### src/hdl/iopred_consts.svh
// I/O predication constants

`ifndef IOPRED_CONSTS_SVH
`define IOPRED_CONSTS_SVH

// ---------------------------------------------------------
// Global address widths
// ---------------------------------------------------------

`define READ_ADDR_WIDTH     11
`define WRITE_ADDR_WIDTH    12

// Address width inside one data memory
`define MEM_ADDR_WIDTH      10

// ---------------------------------------------------------
// Memory ranges as inclusive global addresses
// ---------------------------------------------------------

// Reads and writes share the same range in each memory
`define MEM_A_BASE          0
`define MEM_A_BOUND         1023
`define MEM_B_BASE          1024
`define MEM_B_BOUND         2047

// ---------------------------------------------------------
// I/O port region at the top of each memory
// ---------------------------------------------------------

`define PORT_COUNT          4
`define PORT_BASE_ADDR      1020
`define PORT_ADDR_WIDTH     2

`endif
### src/hdl/iopred_pkg.sv
// I/O predication types

`include "iopred_consts.svh"

package iopred_pkg;

    // ---------------------------------------------------------
    // Address types
    // ---------------------------------------------------------

    // Global read address, covers both data memories
    typedef logic [`READ_ADDR_WIDTH-1:0] read_addr_t;

    // Global write address, one bit wider so it can reach past memory B
    typedef logic [`WRITE_ADDR_WIDTH-1:0] write_addr_t;

    // ---------------------------------------------------------
    // Port types
    // ---------------------------------------------------------

    // One bit per I/O port of a memory
    // Used for ready flags and for read enables
    typedef logic [`PORT_COUNT-1:0] port_mask_t;

    // Number of an I/O port within one memory
    typedef logic [`PORT_ADDR_WIDTH-1:0] port_index_t;

endpackage

### src/hdl/mem_pred_if.sv
// Memory predication result bundle

`timescale 1ns/1ps

interface mem_pred_if import iopred_pkg::*; ();

    // ---------------------------------------------------------
    // Results of one memory, all valid in the cycle after decode
    // ---------------------------------------------------------

    // One-hot read enable for the addressed port, before gating
    port_mask_t rden_raw;

    // Ready flag of the addressed port, or 1 when the access is not I/O
    logic read_ef_masked;
    logic write_ef_masked;

    // The registered address hit the port region of this memory
    logic read_is_io;
    logic write_is_io;

    // Driven by the per-memory predication unit
    modport source (
        output rden_raw,
        output read_ef_masked,
        output write_ef_masked,
        output read_is_io,
        output write_is_io
    );

    // Read by the combiner and by the top level
    modport sink (
        input rden_raw,
        input read_ef_masked,
        input write_ef_masked,
        input read_is_io,
        input write_is_io
    );

endinterface

### src/hdl/datapath_io_predication.sv
// Datapath I/O predication

`timescale 1ns/1ps

`include "iopred_consts.svh"

module datapath_io_predication import iopred_pkg::*; (
    input  logic        clock,
    input  logic        reset,
    input  logic        cancel,

    // Addresses of one instruction, cycle N
    input  read_addr_t  read_addr_a,
    input  read_addr_t  read_addr_b,
    input  write_addr_t write_addr_a,
    input  write_addr_t write_addr_b,

    // Port status for that instruction, cycle N+1
    input  port_mask_t  read_ef_a,
    input  port_mask_t  read_ef_b,
    input  port_mask_t  write_ef_a,
    input  port_mask_t  write_ef_b,

    output port_mask_t  io_rden_a,
    output port_mask_t  io_rden_b,
    output logic        read_is_io_a,
    output logic        read_is_io_b,
    output logic        write_is_io_a,
    output logic        write_is_io_b,

    // Valid in cycle N+2
    output logic        io_ready
);

    mem_pred_if mem_a_results ();
    mem_pred_if mem_b_results ();

    // ---------------------------------------------------------
    // Per-memory decode
    // ---------------------------------------------------------

    memory_io_predication #(
        .mem_base   (`MEM_A_BASE),
        .mem_bound  (`MEM_A_BOUND)
    ) mem_a_pred (
        .clock      (clock),
        .reset      (reset),
        .read_addr  (read_addr_a),
        .write_addr (write_addr_a),
        .read_ef    (read_ef_a),
        .write_ef   (write_ef_a),
        .results    (mem_a_results)
    );

    memory_io_predication #(
        .mem_base   (`MEM_B_BASE),
        .mem_bound  (`MEM_B_BOUND)
    ) mem_b_pred (
        .clock      (clock),
        .reset      (reset),
        .read_addr  (read_addr_b),
        .write_addr (write_addr_b),
        .read_ef    (read_ef_b),
        .write_ef   (write_ef_b),
        .results    (mem_b_results)
    );

    // ---------------------------------------------------------
    // Ready combination and read enable gating
    // ---------------------------------------------------------

    io_ready_combiner combiner (
        .clock      (clock),
        .reset      (reset),
        .cancel     (cancel),
        .mem_a      (mem_a_results),
        .mem_b      (mem_b_results),
        .io_rden_a  (io_rden_a),
        .io_rden_b  (io_rden_b),
        .io_ready   (io_ready)
    );

    assign read_is_io_a  = mem_a_results.read_is_io;
    assign read_is_io_b  = mem_b_results.read_is_io;
    assign write_is_io_a = mem_a_results.write_is_io;
    assign write_is_io_b = mem_b_results.write_is_io;

endmodule

### src/hdl/io_ready_combiner.sv
// I/O ready combiner

`timescale 1ns/1ps

module io_ready_combiner import iopred_pkg::*; (
    input  logic       clock,
    input  logic       reset,
    input  logic       cancel,

    mem_pred_if.sink   mem_a,
    mem_pred_if.sink   mem_b,

    output port_mask_t io_rden_a,
    output port_mask_t io_rden_b,
    output logic       io_ready
);

    logic io_ready_now;
    logic rden_allowed;

    // ---------------------------------------------------------
    // All-ready condition
    // ---------------------------------------------------------

    // Each masked flag is already 1 when its access is not I/O
    assign io_ready_now = mem_a.read_ef_masked & mem_a.write_ef_masked &
                          mem_b.read_ef_masked & mem_b.write_ef_masked;

    // A port read has side effects, so it only goes out when the whole
    // instruction can proceed
    assign rden_allowed = io_ready_now && !cancel;

    assign io_rden_a = rden_allowed ? mem_a.rden_raw : '0;
    assign io_rden_b = rden_allowed ? mem_b.rden_raw : '0;

    always_ff @(posedge clock) begin
        if (reset) begin
            io_ready <= 1'b0;
        end else begin
            io_ready <= io_ready_now;
        end
    end

    // ---------------------------------------------------------
    // Checks
    // ---------------------------------------------------------

    a_rden_onehot: assert property (
        @(posedge clock) disable iff (reset)
        $onehot0(io_rden_a) && $onehot0(io_rden_b)
    );

    a_rden_cancel: assert property (
        @(posedge clock) disable iff (reset)
        cancel |-> ((io_rden_a == '0) && (io_rden_b == '0))
    );

endmodule

### src/hdl/memory_io_predication.sv
// Per-memory I/O predication

`timescale 1ns/1ps

`include "iopred_consts.svh"

module memory_io_predication import iopred_pkg::*; #(
    parameter int unsigned mem_base  = `MEM_A_BASE,
    parameter int unsigned mem_bound = `MEM_A_BOUND
) (
    input  logic        clock,
    input  logic        reset,

    input  read_addr_t  read_addr,
    input  write_addr_t write_addr,

    input  port_mask_t  read_ef,
    input  port_mask_t  write_ef,

    mem_pred_if.source  results
);

    // Memory range expressed in each address width
    localparam read_addr_t  read_base   = read_addr_t'(mem_base);
    localparam read_addr_t  read_bound  = read_addr_t'(mem_bound);
    localparam write_addr_t write_base  = write_addr_t'(mem_base);
    localparam write_addr_t write_bound = write_addr_t'(mem_bound);

    // First and last local address of the port region
    localparam logic [`MEM_ADDR_WIDTH-1:0] port_first =
        `MEM_ADDR_WIDTH'(`PORT_BASE_ADDR);
    localparam logic [`MEM_ADDR_WIDTH-1:0] port_last =
        `MEM_ADDR_WIDTH'(`PORT_BASE_ADDR + `PORT_COUNT - 1);

    logic                       read_hit;
    logic                       write_hit;
    logic [`MEM_ADDR_WIDTH-1:0] read_local;
    logic [`MEM_ADDR_WIDTH-1:0] write_local;
    logic                       read_io;
    logic                       write_io;
    port_index_t                read_index;
    port_index_t                write_index;

    logic                       read_io_q;
    logic                       write_io_q;
    port_index_t                read_index_q;
    port_index_t                write_index_q;

    // ---------------------------------------------------------
    // Decode, cycle N
    // ---------------------------------------------------------

    assign read_hit  = (read_addr >= read_base) && (read_addr <= read_bound);
    assign write_hit = (write_addr >= write_base) && (write_addr <= write_bound);

    // Only meaningful on a hit, where the offset fits the memory
    assign read_local  = `MEM_ADDR_WIDTH'(read_addr - read_base);
    assign write_local = `MEM_ADDR_WIDTH'(write_addr - write_base);

    assign read_io  = read_hit && (read_local >= port_first) && (read_local <= port_last);
    assign write_io = write_hit && (write_local >= port_first) && (write_local <= port_last);

    assign read_index  = port_index_t'(read_local - port_first);
    assign write_index = port_index_t'(write_local - port_first);

    always_ff @(posedge clock) begin
        if (reset) begin
            read_io_q  <= 1'b0;
            write_io_q <= 1'b0;
        end else begin
            read_io_q  <= read_io;
            write_io_q <= write_io;
        end
    end

    // Indices are only looked at when the matching is-I/O bit is set
    always_ff @(posedge clock) begin
        read_index_q  <= read_index;
        write_index_q <= write_index;
    end

    // ---------------------------------------------------------
    // Flag selection, cycle N+1
    // ---------------------------------------------------------

    assign results.read_is_io  = read_io_q;
    assign results.write_is_io = write_io_q;

    assign results.rden_raw = read_io_q ? (port_mask_t'(1) << read_index_q) : '0;

    // A plain memory access never waits on a port
    assign results.read_ef_masked  = read_io_q ? read_ef[read_index_q] : 1'b1;
    assign results.write_ef_masked = write_io_q ? write_ef[write_index_q] : 1'b1;

    // ---------------------------------------------------------
    // Checks
    // ---------------------------------------------------------

    // A read that missed the port region raises no enable one cycle later
    a_no_rden_off_port: assert property (
        @(posedge clock) disable iff (reset)
        !read_io |=> (!results.read_is_io && (results.rden_raw == '0))
    );

endmodule

### config.mk
export PLATFORM = sky130hd
export DESIGN_NAME = datapath_io_predication
export DESIGN_NICKNAME = d
export VERILOG_FILES = /design/src/hdl/iopred_pkg.sv /design/src/hdl/mem_pred_if.sv /design/src/hdl/datapath_io_predication.sv /design/src/hdl/io_ready_combiner.sv /design/src/hdl/memory_io_predication.sv
export VERILOG_INCLUDE_DIRS = /design/src /design/src/hdl
export SDC_FILE = /design/constraint.sdc
export NUM_CORES = 1
export LEC_CHECK = 0
export BUFFER_PORTS_ARGS = -buffer_cell sky130_fd_sc_hd__buf_2
export CAP_MARGIN = 20
export CELL_PAD_IN_SITES_DETAIL_PLACEMENT = 0
export CELL_PAD_IN_SITES_GLOBAL_PLACEMENT = 1
export CORE_ASPECT_RATIO = 2
export CORE_MARGIN = 2
export CORE_UTILIZATION = 20
export DETAILED_ROUTE_END_ITERATION = 8
export PLACE_DENSITY_LB_ADDON = 0.1
export SYNTH_ARGS = -nofsm -noshare
export SYNTH_HDL_FRONTEND = slang
export SYNTH_SLANG_ARGS = --single-unit
### constraint.sdc
create_clock -name clock -period 2.1 [get_ports clock]
set_clock_uncertainty 0.15 [all_clocks]
set_input_delay 0.315 -clock clock [delete_from_list [all_inputs] [get_ports clock]]
set_output_delay 0.315 -clock clock [all_outputs]
set_load 0.05 [all_outputs]
==> flow_summary.ini, run 1 <==
[worst_setup_path]
worstPathRequired_ns = 1.63
crit_family = simple AND/OR/NAND/NOR gates
cp_cell_sequence = mux2i_1 > a32oi_2 > nand4_4 > nor4bb_4 > buf_6
cp_num_buf_inv = 1
end_kind = output pin
crit_fanout = 6
crit_path_max_incr_delay_ns = 0.34
critPathKind = reg2out
arrival_ns = 1.76
critPathSlowestCell = nor4bb_4
cp-start-kind = register

[synth]
yosys-mux-area-fraction_pct = 13.9
yosysSeqAreaShare_pct = 40.7
synth_xor_area_share_pct = 0
synth_edf_count = 0
synth.avg_cell_area_um2 = 10.8
synth-async-reset-ratio_pct = 0
ys_warn_count = 0
synth_adder_area_share_pct = 0
synth_compound_area_share_pct = 5.09
synth_simple_gate_area_share_pct = 39.1
synth_top_family_by_area = simple AND/OR/NAND/NOR gates
synth_seq_cells = 13
synth_cell_types = 21
synth_area_um2 = 639
syn-num-nets = 124
syn_inst = 59
ys_dominant_reg_cell = dfxtp_1

[final_layout]
area_growth_pct = 112
final_common_cell = buf_2
nNetsFinal = 219
drive_gt1_share_pct = 75.2
antennaDiodeCount = 0
final_cell_mix = 69 x buf_2, 13 x buf_4, 8 x buf_6, 7 x dfxtp_1, 5 x nand4_1
final_util_pct = 43.4

[placed_design]
dp_hpwl_um = 1960
routabilityCongestion = 0.698
port_buffers = 77

[hold_path]
hp-class = in2reg

[floorplan]
die_w_um = 44.0
ioPinCount = 78
start_util_pct = 20.5
core_area_um2 = 3120
row_count = 29
die_h_um = 84.0
dieArea_um2 = 3690

[detailed_routing]
dr.pass1.iters = 4
vias = 842
wirelength_um = 2230
drt_iter0_drc = 12
ant_nets = 0
wl_per_cell_um = 12.1
viasPerCell = 4.58
drc = 0

[power_and_ir_drop]
power_leakage_nw = 0.653
cellPowerDensity_nw_per_um2 = 431
vdd_drop_max_mv = 0.340

[timing]
setup-tns-final_ns = -0.634
rsz0062_at_grt = yes
setup_viol = 7
fin_ws_ns = -0.121
drv_slew = 0
post-route-period-util_pct = 106
worst_slew_pin_slew_ns = 0.292
timing.fmax_mhz = 450
slew_headroom_pct = 80.5
fin_crit_ns = 2.22
hold_violations = 0

[global_routing]
grt_pass1_wl_um = 3760
grt_overflow = 0
grt_max_degree = 8
grt_pass1_vias = 917
track_usage_pct = 13.5
antenna_found_initial = 0

[cts]
cts.sinks = 13
clockRootBuffer = clkbuf_8
cts_tree = built
holdBufCountCts = 0
path_clk_slew_ns = 0.05
cts_max_level = 1
clk_latency_ns = 0.24
clk_path_buf_depth = 2
cts_buffers = 3

[job]
maxCapViolCount = 0

[outcome]
violations = negative setup slack
status = complete, but fails checks
==> stage by stage <==
step / hold WS, ns / power (mW) / setup WS [ns] / cells / area [um^2]
finish: 0.0195 / 0.583 / -0.121 / 184 / 1350
floorplan: 0.193 / 0.297 / -0.0998 / 59 / 712
CTS: 0.0163 / 0.592 / -0.179 / 181 / 1310
detailed placement: 0.269 / 0.365 / -0.0545 / 173 / 1180
global placement: 0.268 / 0.363 / -0.0440 / 173 / 1180
global route: 0.0166 / 0.613 / -0.246 / 184 / 1350
==> cell usage after synthesis, types with 2 or more instances <==
cell | instances | area, um^2
nand4b_1 | 4 | 35.0
nor4b_1 | 2 | 17.5
a32oi_2 | 2 | 32.5
nand4_1 | 5 | 31.3
nor2b_1 | 3 | 18.8
nor2_1 | 7 | 26.3
mux2i_1 | 4 | 40.0
nor3_1 | 2 | 10.0
nand3_1 | 4 | 20.0
nand2b_1 | 2 | 12.5
dfxtp_1 | 13 | 260
nand3b_1 | 2 | 15.0
==> state kept, by name, summed over array words and instances (netlist names) <==
name and flops:
combiner.io_ready 1, mem_a_pred.read_index_q 2, mem_a_pred.results.read_is_io 1, mem_a_pred.results.write_is_io 1, mem_a_pred.write_index_q 2, mem_b_pred.read_index_q 2
mem_b_pred.results.read_is_io 1, mem_b_pred.results.write_is_io 1, mem_b_pred.write_index_q 2
==> final cells by class <==
| cell class | instances | area [um^2] |
|---|---|---|
| clock buffers | 4 | 45.0 |
| fillers | 317 | 1770 |
| multi-input cells | 45 | 449 |
| flip-flops and latches | 13 | 273 |
| well taps | 31 | 38.8 |
| repair buffers | 91 | 548 |
==> cells by family (layout without fill, tap and decap cells) <==
kind of cell / after synthesis / in the layout
buf+inv: 1 / 95
compound gates: 2 / 2
flops: 13 / 13
simple gates: 37 / 37
mux: 6 / 6
==> layer usage <==
layer / vias to the layer above / track usage [%] / wire (um)
li1: 418 / - / -
met5: - / 0 / 0
met4: 0 / 5.79 / 33
met3: 4 / 1.52 / 141
met1: 376 / 10.7 / 592
met2: 44 / 28.6 / 1460
==> worst reg2reg max path: stages, from the launching register on <==
cell	delay [ns]
dfxtp_1	0.33
mux4_2	0.49
nand2b_4	0.17
nand4_4	0.17
buf_4	0.14
buf_4	0.09
buf_4	0.09
nor2_1	0.03
==> what timing repair did <==
action / CTS / global route
resized for setup: 19 / 7
setup buffers: 4 / 3
pin swaps: 6 / 5
endpoints found under the setup margin: 8 / 8
==> final timing paths <==
path	startpoint	endpoint	slack, ns	cells after the start
worst min register to register	mem_a_pred.results.write_is_io	combiner.io_ready	0.84	6
worst min-delay path	write_addr_a[0]	mem_a_pred.write_index_q[0]	0.02	1
worst max register to register	mem_a_pred.write_index_q[0]	combiner.io_ready	0.35	7
worst max-delay path	mem_b_pred.write_index_q[1]	io_rden_b[1]	-0.12	5
==> where the power goes <==
group	switching (mW)	internal (mW)	leakage (nW)
Sequential	0.00540	0.255	0.110
Combinational	0.0342	0.0672	0.521
Clock	0.0876	0.134	0.0228
Total	0.127	0.456	0.653
Power figures use the tool's default switching activity.
==> run 2, diff against run 1 <==
--- a/config.mk
+++ b/config.mk
@@ -8,13 +8,10 @@
 export LEC_CHECK = 0
 export BUFFER_PORTS_ARGS = -buffer_cell sky130_fd_sc_hd__buf_2
 export CAP_MARGIN = 20
-export CELL_PAD_IN_SITES_DETAIL_PLACEMENT = 0
-export CELL_PAD_IN_SITES_GLOBAL_PLACEMENT = 1
-export CORE_ASPECT_RATIO = 2
 export CORE_MARGIN = 2
-export CORE_UTILIZATION = 20
+export CORE_UTILIZATION = 31
 export DETAILED_ROUTE_END_ITERATION = 8
-export PLACE_DENSITY_LB_ADDON = 0.1
+export PLACE_DENSITY = 0.77
 export SYNTH_ARGS = -nofsm -noshare
 export SYNTH_HDL_FRONTEND = slang
 export SYNTH_SLANG_ARGS = --single-unit
==> flow_summary.ini, run 2 (same netlist as run 1, synthesis figures left out) <==
[final_layout]
drive_gt1_share_pct = 71.7
final_cell_mix = 69 x buf_2, 11 x buf_4, 8 x dlygate4sd3_1, 8 x buf_6, 6 x dfxtp_1
finalInstanceArea_um2 = 1390
antennaDiodeCount = 0
final_cells = 186
area_growth_pct = 117
nNetsFinal = 225
final_common_cell = buf_2

[placed_design]
port_buffers = 77
routabilityCongestion = 0.691
dp_slack_ns = -0.0430
dp_hpwl_um = 1830
place_area_um2 = 1160
placedCellCount = 168

[outcome]
status = complete, but fails checks
violations = negative setup slack

[global_routing]
grt_pass1_vias = 951
grtUsageMet2_pct = 38.7
antenna_found_initial = 0
busiest_layer = met2
gr-usage-met1_pct = 21.3
met3_usage_pct = 6.44
grt_overflow = 0
track_usage_pct = 20.9
grt_pass1_wl_um = 3840
grt_max_degree = 9

[detailed_routing]
ant_nets = 0
wirelength_um = 2400
wl_per_cell_um = 12.9
drt_iter0_drc = 15
drc = 0
dr.pass1.iters = 4
vias = 867
viasPerCell = 4.66

[worst_setup_path]
crit_fanout = 8
critPathSlowestCell = dfxtp_2
cp_cell_sequence = and2b_1 > a32oi_2 > nand4_4 > nor4bb_4 > buf_6
cp-start-kind = register
worstPathRequired_ns = 1.63
crit_path_max_incr_delay_ns = 0.33
end_kind = output pin
arrival_ns = 1.79
critPathKind = reg2out

[floorplan]
die_h_um = 49.4
start_util_pct = 32.6
core_area_um2 = 1960
ioPinCount = 78
row_count = 16
dieArea_um2 = 2440
die_w_um = 49.4

[cts]
cts.sinks = 13
clk_latency_ns = 0.26
cts_buffers = 3
path_clk_slew_ns = 0.07
clk_path_buf_depth = 2
clockRootBuffer = clkbuf_4
cts_max_level = 1
cts_tree = built

[timing]
drv_slew = 0
rsz0062_at_grt = yes
slew_headroom_pct = 78.6
post-route-period-util_pct = 108
hold_violations = 0
timing.fmax_mhz = 443
worst_slew_pin_slew_ns = 0.317
fin_ws_ns = -0.159
fin_crit_ns = 2.26
setup-tns-final_ns = -0.941
setup_viol = 8
whs_ns = 0.0527

[power_and_ir_drop]
vdd_drop_max_mv = 0.228
power_leakage_nw = 0.673
cellPowerDensity_nw_per_um2 = 377

[job]
maxCapViolCount = 0

[hold_path]
hp-class = in2reg
## run 2: cell type report
type,count,area (um^2)
clock buffer,4,26.3
fill,162,576
sequential,13,274
multi-input combinational,45,439
timing repair buffer,97,613
tap,27,33.8
## run 2: what timing repair did
action                                 CTS  global route
cloned                                   0             0
setup endpoints to repair                8             8
hold buffers                             7             1
pin swaps                                4             0
endpoints found under the hold margin    7             1
buffers inserted                         4             2
resized for setup                       22             2
## run 2: power breakdown
part	switching (mW)	internal (mW)
clock network	0.0723	0.0734
registers	0.00636	0.254
logic	0.0386	0.0771
total	0.117	0.405
## run 2: per-stage QoR
stage / total power, mW / utilization, %
after detailed placement: 0.365 / 59.4
after global placement: 0.361 / 59.4
after global routing: 0.559 / 70.7
final: 0.522 / 70.7
after CTS: 0.525 / 69.0
after floorplan: 0.297 / -
## run 2: worst paths after layout
path,from,endpoint,slack [ns],depth (start not counted)
worst min-delay path,read_addr_a[10],mem_a_pred.results.read_is_io,0.05,2
worst max register to register,mem_b_pred.read_index_q[0],combiner.io_ready,0.41,6
worst min register to register,mem_a_pred.results.write_is_io,combiner.io_ready,0.78,5
worst max-delay path,mem_a_pred.read_index_q[0],io_rden_b[1],-0.16,5
## run 2: worst max-delay path, delay by kind of cell (launching register included)
| family | cells | cell delay [ns] |
|---|---|---|
| and+or+nand+nor | 3 | 0.74 |
| DFF | 1 | 0.33 |
| AOI/OAI and AO/OA | 1 | 0.26 |
| buffers and inverters | 1 | 0.19 |
## run 2: routing by layer
metal  part of all wire, %  vias to the layer above
met1                    39                      377
met4                   1.2                        0
met2                    53                       57
met3                   7.4                        4
met5                     0                        -
li1                      -                      429
